===== src/hdl/rvPkg.sv =====
package rvPkg;

    localparam int XLEN       = 32;
    localparam int IMEM_WORDS = 64;
    localparam int DMEM_WORDS = 64;
    localparam int IMEM_AW    = $clog2(IMEM_WORDS);
    localparam int DMEM_AW    = $clog2(DMEM_WORDS);

    // RV32I major opcodes handled by the decoder
    localparam logic [6:0] OPC_REG    = 7'b0110011;
    localparam logic [6:0] OPC_IMM    = 7'b0010011;
    localparam logic [6:0] OPC_LOAD   = 7'b0000011;
    localparam logic [6:0] OPC_STORE  = 7'b0100011;
    localparam logic [6:0] OPC_BRANCH = 7'b1100011;
    localparam logic [6:0] OPC_SYSTEM = 7'b1110011;

    localparam logic [31:0] ECALL_WORD = 32'h0000_0073;

    typedef enum logic [2:0] {
        IDLE,
        FETCH,
        DECODE,
        EXEC,
        MEM,
        WB,
        HALT
    } stateE;

    typedef enum logic [3:0] {
        ADD, SUB, AND, OR, XOR, SLT, SLTU, SLL, SRL, SRA
    } aluOpE;

    typedef struct packed {
        aluOpE aluOp;
        logic  aluSrcImm;  // Operand B from immediate
        logic  regWrite;
        logic  memRead;
        logic  memWrite;
        logic  branch;
        logic  branchNe;   // Invert branch sense
        logic  halt;
        logic  illegal;
    } ctrlT;

    typedef struct packed {
        ctrlT        ctrl;
        logic [4:0]  rs1;
        logic [4:0]  rs2;
        logic [4:0]  rd;
        logic [31:0] imm;  // Already sign extended
    } decodedT;

    typedef struct packed {
        logic irLoad;
        logic opLoad;
        logic aluLoad;
        logic pcInc;
        logic pcBranch;
        logic mdrLoad;
        logic rfWrite;
    } stepT;

endpackage

===== src/hdl/instrDecode.sv =====
module instrDecode (
    input  logic [31:0]    instr,
    output rvPkg::decodedT dec
);
    import rvPkg::*;

    logic [6:0]  opcode;
    logic [2:0]  funct3;
    logic [6:0]  funct7;
    logic [31:0] immI;
    logic [31:0] immS;
    logic [31:0] immB;
    logic        altF7;  // funct7 selects SUB or SRA
    logic        zeroF7;

    assign opcode = instr[6:0];
    assign funct3 = instr[14:12];
    assign funct7 = instr[31:25];
    assign altF7  = (funct7 == 7'b0100000);
    assign zeroF7 = (funct7 == 7'b0000000);

    assign immI = {{20{instr[31]}}, instr[31:20]};
    assign immS = {{20{instr[31]}}, instr[31:25], instr[11:7]};
    assign immB = {{19{instr[31]}}, instr[31], instr[7], instr[30:25], instr[11:8], 1'b0};

    assign dec.rs1 = instr[19:15];
    assign dec.rs2 = instr[24:20];
    assign dec.rd  = instr[11:7];

    always_comb begin
        dec.ctrl         = '0;
        dec.ctrl.aluOp   = ADD;
        dec.ctrl.illegal = 1'b1;  // Cleared on a match
        dec.imm          = immI;
        case (opcode)
            OPC_REG: begin
                dec.ctrl.regWrite = 1'b1;
                dec.ctrl.illegal  = 1'b0;
                case (funct3)
                    3'b000: dec.ctrl.aluOp = altF7 ? SUB : ADD;
                    3'b001: dec.ctrl.aluOp = SLL;
                    3'b010: dec.ctrl.aluOp = SLT;
                    3'b011: dec.ctrl.aluOp = SLTU;
                    3'b100: dec.ctrl.aluOp = XOR;
                    3'b101: dec.ctrl.aluOp = altF7 ? SRA : SRL;
                    3'b110: dec.ctrl.aluOp = OR;
                    default: dec.ctrl.aluOp = AND;
                endcase
                if (!(zeroF7 || (altF7 && (funct3 == 3'b000 || funct3 == 3'b101)))) begin
                    dec.ctrl.illegal = 1'b1;
                end
            end
            OPC_IMM: begin
                dec.ctrl.regWrite  = 1'b1;
                dec.ctrl.aluSrcImm = 1'b1;
                dec.ctrl.illegal   = 1'b0;
                case (funct3)
                    3'b000: dec.ctrl.aluOp = ADD;
                    3'b001: dec.ctrl.aluOp = SLL;
                    3'b010: dec.ctrl.aluOp = SLT;
                    3'b011: dec.ctrl.aluOp = SLTU;
                    3'b100: dec.ctrl.aluOp = XOR;
                    3'b101: dec.ctrl.aluOp = altF7 ? SRA : SRL;
                    3'b110: dec.ctrl.aluOp = OR;
                    default: dec.ctrl.aluOp = AND;
                endcase
                if (funct3 == 3'b001 && !zeroF7) begin
                    dec.ctrl.illegal = 1'b1;
                end
                if (funct3 == 3'b101 && !(zeroF7 || altF7)) begin
                    dec.ctrl.illegal = 1'b1;
                end
            end
            OPC_LOAD: begin
                dec.ctrl.regWrite  = 1'b1;
                dec.ctrl.memRead   = 1'b1;
                dec.ctrl.aluSrcImm = 1'b1;
                dec.ctrl.illegal   = (funct3 != 3'b010);  // LW only
            end
            OPC_STORE: begin
                dec.ctrl.memWrite  = 1'b1;
                dec.ctrl.aluSrcImm = 1'b1;
                dec.ctrl.illegal   = (funct3 != 3'b010);  // SW only
                dec.imm            = immS;
            end
            OPC_BRANCH: begin
                dec.ctrl.branch   = 1'b1;
                dec.ctrl.branchNe = funct3[0];
                dec.ctrl.aluOp    = SUB;  // Compare by subtraction
                dec.ctrl.illegal  = (funct3[2:1] != 2'b00);
                dec.imm           = immB;
            end
            OPC_SYSTEM: begin
                dec.ctrl.halt    = (instr == ECALL_WORD);
                dec.ctrl.illegal = (instr != ECALL_WORD);
            end
            default: ;
        endcase
    end

endmodule


===== config.mk =====
export PLATFORM = sky130hd
export DESIGN_NAME = instrDecode
export DESIGN_NICKNAME = d
export VERILOG_FILES = /design/src/hdl/rvPkg.sv /design/src/hdl/instrDecode.sv
export SDC_FILE = /design/constraint.sdc
export NUM_CORES = 1
export LEC_CHECK = 0
export BUFFER_PORTS_ARGS = -buffer_cell sky130_fd_sc_hd__buf_2
export CORE_MARGIN = 2
export CORE_UTILIZATION = 38
export DETAILED_ROUTE_END_ITERATION = 10
export GPL_ROUTABILITY_DRIVEN = 1
export GPL_TIMING_DRIVEN = 1
export PLACE_DENSITY = 0.94
export SYNTH_ARGS = -nofsm -noshare
export SYNTH_HDL_FRONTEND = slang
export SYNTH_SLANG_ARGS = --single-unit
export TNS_END_PERCENT = 100

===== constraint.sdc =====
create_clock -name vclk -period 2.55
set_input_delay 0.51 -clock vclk [all_inputs]
set_output_delay 0.51 -clock vclk [all_outputs]
set_load 0.005 [all_outputs]

==> results.sh, run 1 <==
export IMPL_cp_cell_sequence="buf_2 -> nor4_4 -> a21boi_1 -> o21a_1 -> o31ai_2 -> buf_2"
export IMPL_dieArea_sq_mm=0.00247
export IMPL_syn_num_nets=154
export IMPL_crit_arrival_ns=1.66
export IMPL_setup_violations_final=0
export IMPL_worst_pin_slew_ns=0.343
export IMPL_hpwl_microns=1760
export IMPL_slowest_stage="nor4_4"
export IMPL_syn_inst=122
export IMPL_layout_nets=201
export IMPL_post_drt_wl_per_cell_microns=10.5
export IMPL_cp_start_kind="input pin"
export IMPL_antenna_cells=0
export IMPL_synth_area_sq_um=792
export IMPL_final_common_cell="buf_2"
export IMPL_post_route_period_util_pct=85.1
export IMPL_synthToLayoutAreaGrowth_pct=20.4
export IMPL_die_h_microns=49.7
export IMPL_grt_overflow=0
export IMPL_hold_path_class="in -> out"
export IMPL_num_vias=907
export IMPL_clkbuf_count=0
export IMPL_crit_required_ns=2.04
export IMPL_gp_congestion=0.843
export IMPL_ir_drop_uv=61.2
export IMPL_fp_dieW_microns=49.7
export IMPL_status="complete, no violations"
export IMPL_yosys_warnings=0
export IMPL_path_class="in -> out"
export IMPL_portBuffers=91
export IMPL_synthTopCellsByArea="buf_4, nand2_1, nor4_1"
export IMPL_hp_start="instr[28]"
export IMPL_initial_core_util_pct=40.4
export IMPL_viasPerCell=4.68
export IMPL_drc_errors=0
export IMPL_fp_row_count=16
export IMPL_grt_pass1_vias=760
export IMPL_holdPathEnd="dec[8]"
export IMPL_ant_nets=0
export IMPL_yosysUniqueCellTypes=35
export IMPL_setup_slack_ns=0.381
export IMPL_leakagePower_nw=0.548
export IMPL_wl_microns=2040
export IMPL_post_cts_buffers=0
export IMPL_max_stage_delay_ns=0.38
export IMPL_antenna_found_initial=0
export IMPL_ctsHoldBuffers=0
export IMPL_ys_seq_area_share_pct=0
export IMPL_synth_area_per_cell_sq_um=6.49
export IMPL_finalHoldViolations=0
export IMPL_regArea_sq_um=0
export IMPL_grt_max_degree=22
export IMPL_crit_top_cell="buf_2"
export IMPL_grt_setup_unrepaired="false"
export IMPL_drive_above_1_share_pct=59.9
export IMPL_first_pass_iters=4
export IMPL_fmax_mhz=461
export IMPL_drt_iter0_drc=9
export IMPL_end_kind="output pin"
export IMPL_p_per_area_mw_per_mm2=131
export IMPL_slew_headroom_pct=77.0
export IMPL_place_ws_ns=0.389
export IMPL_ios=91
export IMPL_drv_cap=0
export IMPL_core_area_sq_mm=0.00196
export IMPL_cts_resized=0
export IMPL_worstHoldPathCells=2
export IMPL_grt_pass1_wl_microns=3120
export IMPL_nFillCells=220
export IMPL_worstPathMaxFanout=5
export IMPL_setup_tns_ns=0
export IMPL_mostFrequentLayoutCells="buf_2, nand2_1, nor2_1"
export IMPL_synth_top_area_cell="buf_4"
export IMPL_min_period_ns=2.17
export IMPL_drv_slew=0
export IMPL_synth_top_cell_area_share_pct=38.9
export IMPL_seq_cells=0
export IMPL_grt_use_total_pct=15.2
[worst max-delay path, delay by kind of cell]
family | cells | cell delay [ns]
AO/OA/AOI/OAI | 3 | 0.51
buffers and inverters | 2 | 0.26
AND/OR/NAND/NOR | 1 | 0.38
[power by group]
| group | switching [mW] | internal (mW) | total (mW) |
|---|---|---|---|
| registers | 0 | 0 | 0 |
| clock network | 0 | 0 | 0 |
| logic | 0.0639 | 0.0614 | 0.125 |
| total | 0.0639 | 0.0614 | 0.125 |
[cell type report]
type / instances / area [sq um] / share of cell area [%]
timing repair buffer: 92 / 463 / 48.6
multi-input combinational: 71 / 442 / 46.3
inverter: 4 / 15.0 / 1.57
tap: 27 / 33.8 / 3.54
[synthesized netlist by cell type (2+ instances only)]
cell      instances
nand2b_1          2
and3_1            2
nand3_1           2
clkbuf_1          2
o21ai_1           2
inv_1             4
buf_4            41
nor2_1            7
nor4_1            5
nand4_1           2
nor3_1            3
nor2b_1           2
a21oi_1           4
o21ai_0           2
buf_2             3
nand2_1          19
a31oi_1           2
[cells by family after synthesis]
kind of cell           count (synthesis)  share of synthesized area, %
AO/OA/AOI/OAI                         16                          13.7
multiplexers                           1                          1.42
buffers and inverters                 51                          44.2
AND/OR/NAND/NOR                       53                          39.5
XOR/XNOR                               1                          1.11
[worst max path at each step]
stage	to	cells after the start	start	slack (ns)
finish	dec[55]	6	instr[31]	0.38
global route	dec[55]	6	instr[31]	0.27
CTS	dec[55]	6	instr[31]	0.39
detailed placement	dec[55]	6	instr[31]	0.39
global placement	dec[55]	6	instr[31]	0.42
floorplan	dec[55]	5	instr[14]	0.70
[layer usage]
layer | wire [microns] | up-vias | share of wire, % | track usage [%]
met3 | 177 | 0 | 8.7 | 1.82
met1 | 798 | 399 | 39 | 18.3
li1 | - | 466 | - | -
met5 | 0 | - | 0 | 0
met2 | 1060 | 42 | 52 | 29.3
met4 | 0 | 0 | 0 | 0.926
[through the flow]
stage | cells | hold slack [ns] | area (sq um) | total power [mW] | util, %
floorplan | 122 | 1.10 | 792 | 0.0936 | -
global placement | 194 | 1.20 | 953 | 0.124 | 48.6
detailed placement | 194 | 1.20 | 953 | 0.126 | 48.6
CTS | 194 | 1.20 | 953 | 0.126 | 48.6
global route | 194 | 1.21 | 953 | 0.139 | 48.6
finish | 194 | 1.20 | 953 | 0.125 | 48.6
Note: power is estimated with default switching activity, not from simulation.
==> inputs of run 2 (changes only) <==
--- a/config.mk
+++ b/config.mk
@@ -7,11 +7,11 @@
 export LEC_CHECK = 0
 export BUFFER_PORTS_ARGS = -buffer_cell sky130_fd_sc_hd__buf_2
 export CORE_MARGIN = 2
-export CORE_UTILIZATION = 38
+export CORE_UTILIZATION = 32
 export DETAILED_ROUTE_END_ITERATION = 10
 export GPL_ROUTABILITY_DRIVEN = 1
 export GPL_TIMING_DRIVEN = 1
-export PLACE_DENSITY = 0.94
+export PLACE_DENSITY = 0.84
 export SYNTH_ARGS = -nofsm -noshare
 export SYNTH_HDL_FRONTEND = slang
 export SYNTH_SLANG_ARGS = --single-unit
==> constraint.sdc (replaced) <==
create_clock -name vclk -period 1.9
set_input_delay 0.38 -clock vclk [all_inputs]
set_output_delay 0.38 -clock vclk [all_outputs]
set_load 0.005 [all_outputs]
==> run 2 against run 1 <==
Effect of this change:
- via count up 2.9%
- die area up 17%
- largest power group unchanged
- final area grew 7.0%
- first-iteration DRC count unchanged
- critical path depth up 1
- sequential cell count unchanged
- critical endpoint is now dec[47]
- core utilization down 6.3 points
- final cell count increased by 4.1%
- combinational power increased by 42%
==> results.sh, run 2 (synthesis results as in run 1) <==
export IMPL_drv_cap=0
export IMPL_cp_start_kind="input pin"
export IMPL_slew_headroom_pct=74.7
export IMPL_cp_endpoint="dec[47]"
export IMPL_clkbuf_count=0
export IMPL_grt_pass1_vias=683
export IMPL_power_frac_clock_pct=0
export IMPL_post_drt_wl_per_cell_microns=10.6
export IMPL_seqPwrFrac_pct=0
export IMPL_hold_path_class="in -> out"
export IMPL_place_ws_ns=-0.0274
export IMPL_fp_dieW_microns=53.8
export IMPL_cp_cell_sequence="buf_8 -> nor4_4 -> buf_4 -> nand2_2 -> o2111ai_2 -> nand4_1 -> buf_2"
export IMPL_finalHoldViolations=0
export IMPL_startpoint="instr[31]"
export IMPL_path_class="in -> out"
export IMPL_switchingPower_uw=89.0
export IMPL_grt_pass1_wl_microns=2930
export IMPL_worstPathMaxFanout=4
export IMPL_drc_errors=0
export IMPL_hpwl_microns=1880
export IMPL_layout_nets=206
export IMPL_first_pass_iters=4
export IMPL_num_vias=933
export IMPL_max_stage_delay_ns=0.35
export IMPL_internal_power_uw=89.1
export IMPL_multi_input_area_sq_um=450
export IMPL_portBuffers=91
export IMPL_synthToLayoutAreaGrowth_pct=28.8
export IMPL_drt_iter0_drc=9
export IMPL_p_per_area_mw_per_mm2=175
export IMPL_drv_slew=0
export IMPL_wl_microns=2150
export IMPL_setup_violations_final=0
export IMPL_initial_core_util_pct=32.9
export IMPL_status="complete, no violations"
export IMPL_fp_row_count=18
export IMPL_final_area_sq_mm=0.00102
export IMPL_slowest_stage="nor4_4"
export IMPL_antenna_found_initial=0
export IMPL_grt_use_total_pct=12.9
export IMPL_mostFrequentLayoutCells="buf_2, nand2_1, nor2_1"
export IMPL_hp_start="instr[25]"
export IMPL_gp_congestion=0.830
export IMPL_grt_overflow=0
export IMPL_die_h_microns=53.8
export IMPL_fmax_mhz=535
export IMPL_seq_cells=0
export IMPL_regArea_sq_um=0
export IMPL_worst_pin_slew_ns=0.378
export IMPL_ctsHoldBuffers=0
export IMPL_core_area_sq_mm=0.00241
export IMPL_crit_arrival_ns=1.49
export IMPL_post_route_period_util_pct=98.4
export IMPL_viasPerCell=4.62
export IMPL_p_sw_share_pct=50.0
export IMPL_power_frac_comb_pct=100.0
export IMPL_placed_cell_area_sq_um=987
export IMPL_drive_above_1_share_pct=62.2
export IMPL_ant_nets=0
export IMPL_crit_required_ns=1.52
export IMPL_nFillCells=284
export IMPL_ios=91
export IMPL_leakagePower_nw=0.581
export IMPL_antenna_cells=0
export IMPL_dieArea_sq_mm=0.00289
export IMPL_setup_slack_ns=0.0306
export IMPL_final_common_cell="buf_2"
export IMPL_grt_max_degree=22
export IMPL_grt_setup_unrepaired="true"
export IMPL_end_kind="output pin"
export IMPL_min_period_ns=1.87
export IMPL_ir_drop_uv=75.3
-- run 2: worst min path at each step --
stage,endpoint,slack [ns],cells after the start
floorplan,dec[10],0.84,1
global placement,dec[43],0.94,2
global route,dec[5],0.94,2
detailed placement,dec[44],0.94,2
finish,dec[5],0.94,2
CTS,dec[44],0.94,2
-- run 2: final cells by class --
| cell class | count | share of cell area, % |
|---|---|---|
| Timing Repair Buffer | 97 | 50.7 |
| Multi-Input combinational cell | 71 | 44.2 |
| Tap cell | 30 | 3.68 |
| Inverter | 4 | 1.47 |
-- run 2: repair_timing --
action	CTS	global route
hold endpoints to repair	0	0
resized for setup	0	6
pin swaps	5	3
setup endpoints to repair	2	3
buffers inserted	0	1
-- run 2: critical path, delay by kind of cell --
family / cells / cell delay (ns)
buf+inv: 3 / 0.42
simple gates: 3 / 0.50
compound gates: 1 / 0.19
-- run 2: power by group through the flow --
stage	Sequential (mW)	Combinational [mW]	Clock (mW)
floorplan	0	0.126	0
global placement	0	0.172	0
detailed placement	0	0.175	0
CTS	0	0.175	0
global route	0	0.199	0
finish	0	0.178	0
-- run 2: metrics by stage --
stage | std cells | utilization, % | total power, mW | hold WS (ns) | setup TNS (ns)
after floorplan | 122 | - | 0.126 | 0.841 | 0
after global placement | 201 | 41.0 | 0.172 | 0.940 | -0.0424
after detailed placement | 201 | 41.0 | 0.175 | 0.942 | -0.0466
after CTS | 201 | 41.0 | 0.175 | 0.942 | -0.0114
after global routing | 202 | 42.3 | 0.199 | 0.943 | -0.0713
final | 202 | 42.3 | 0.178 | 0.936 | 0
-- run 2: per-layer routing --
metal	share of wire [%]	wire length, microns	GRT usage [%]
met5	0	0	0
met4	0	0	0
met3	8.4	180	0
met2	51	1100	25.8
met1	40	860	16.1
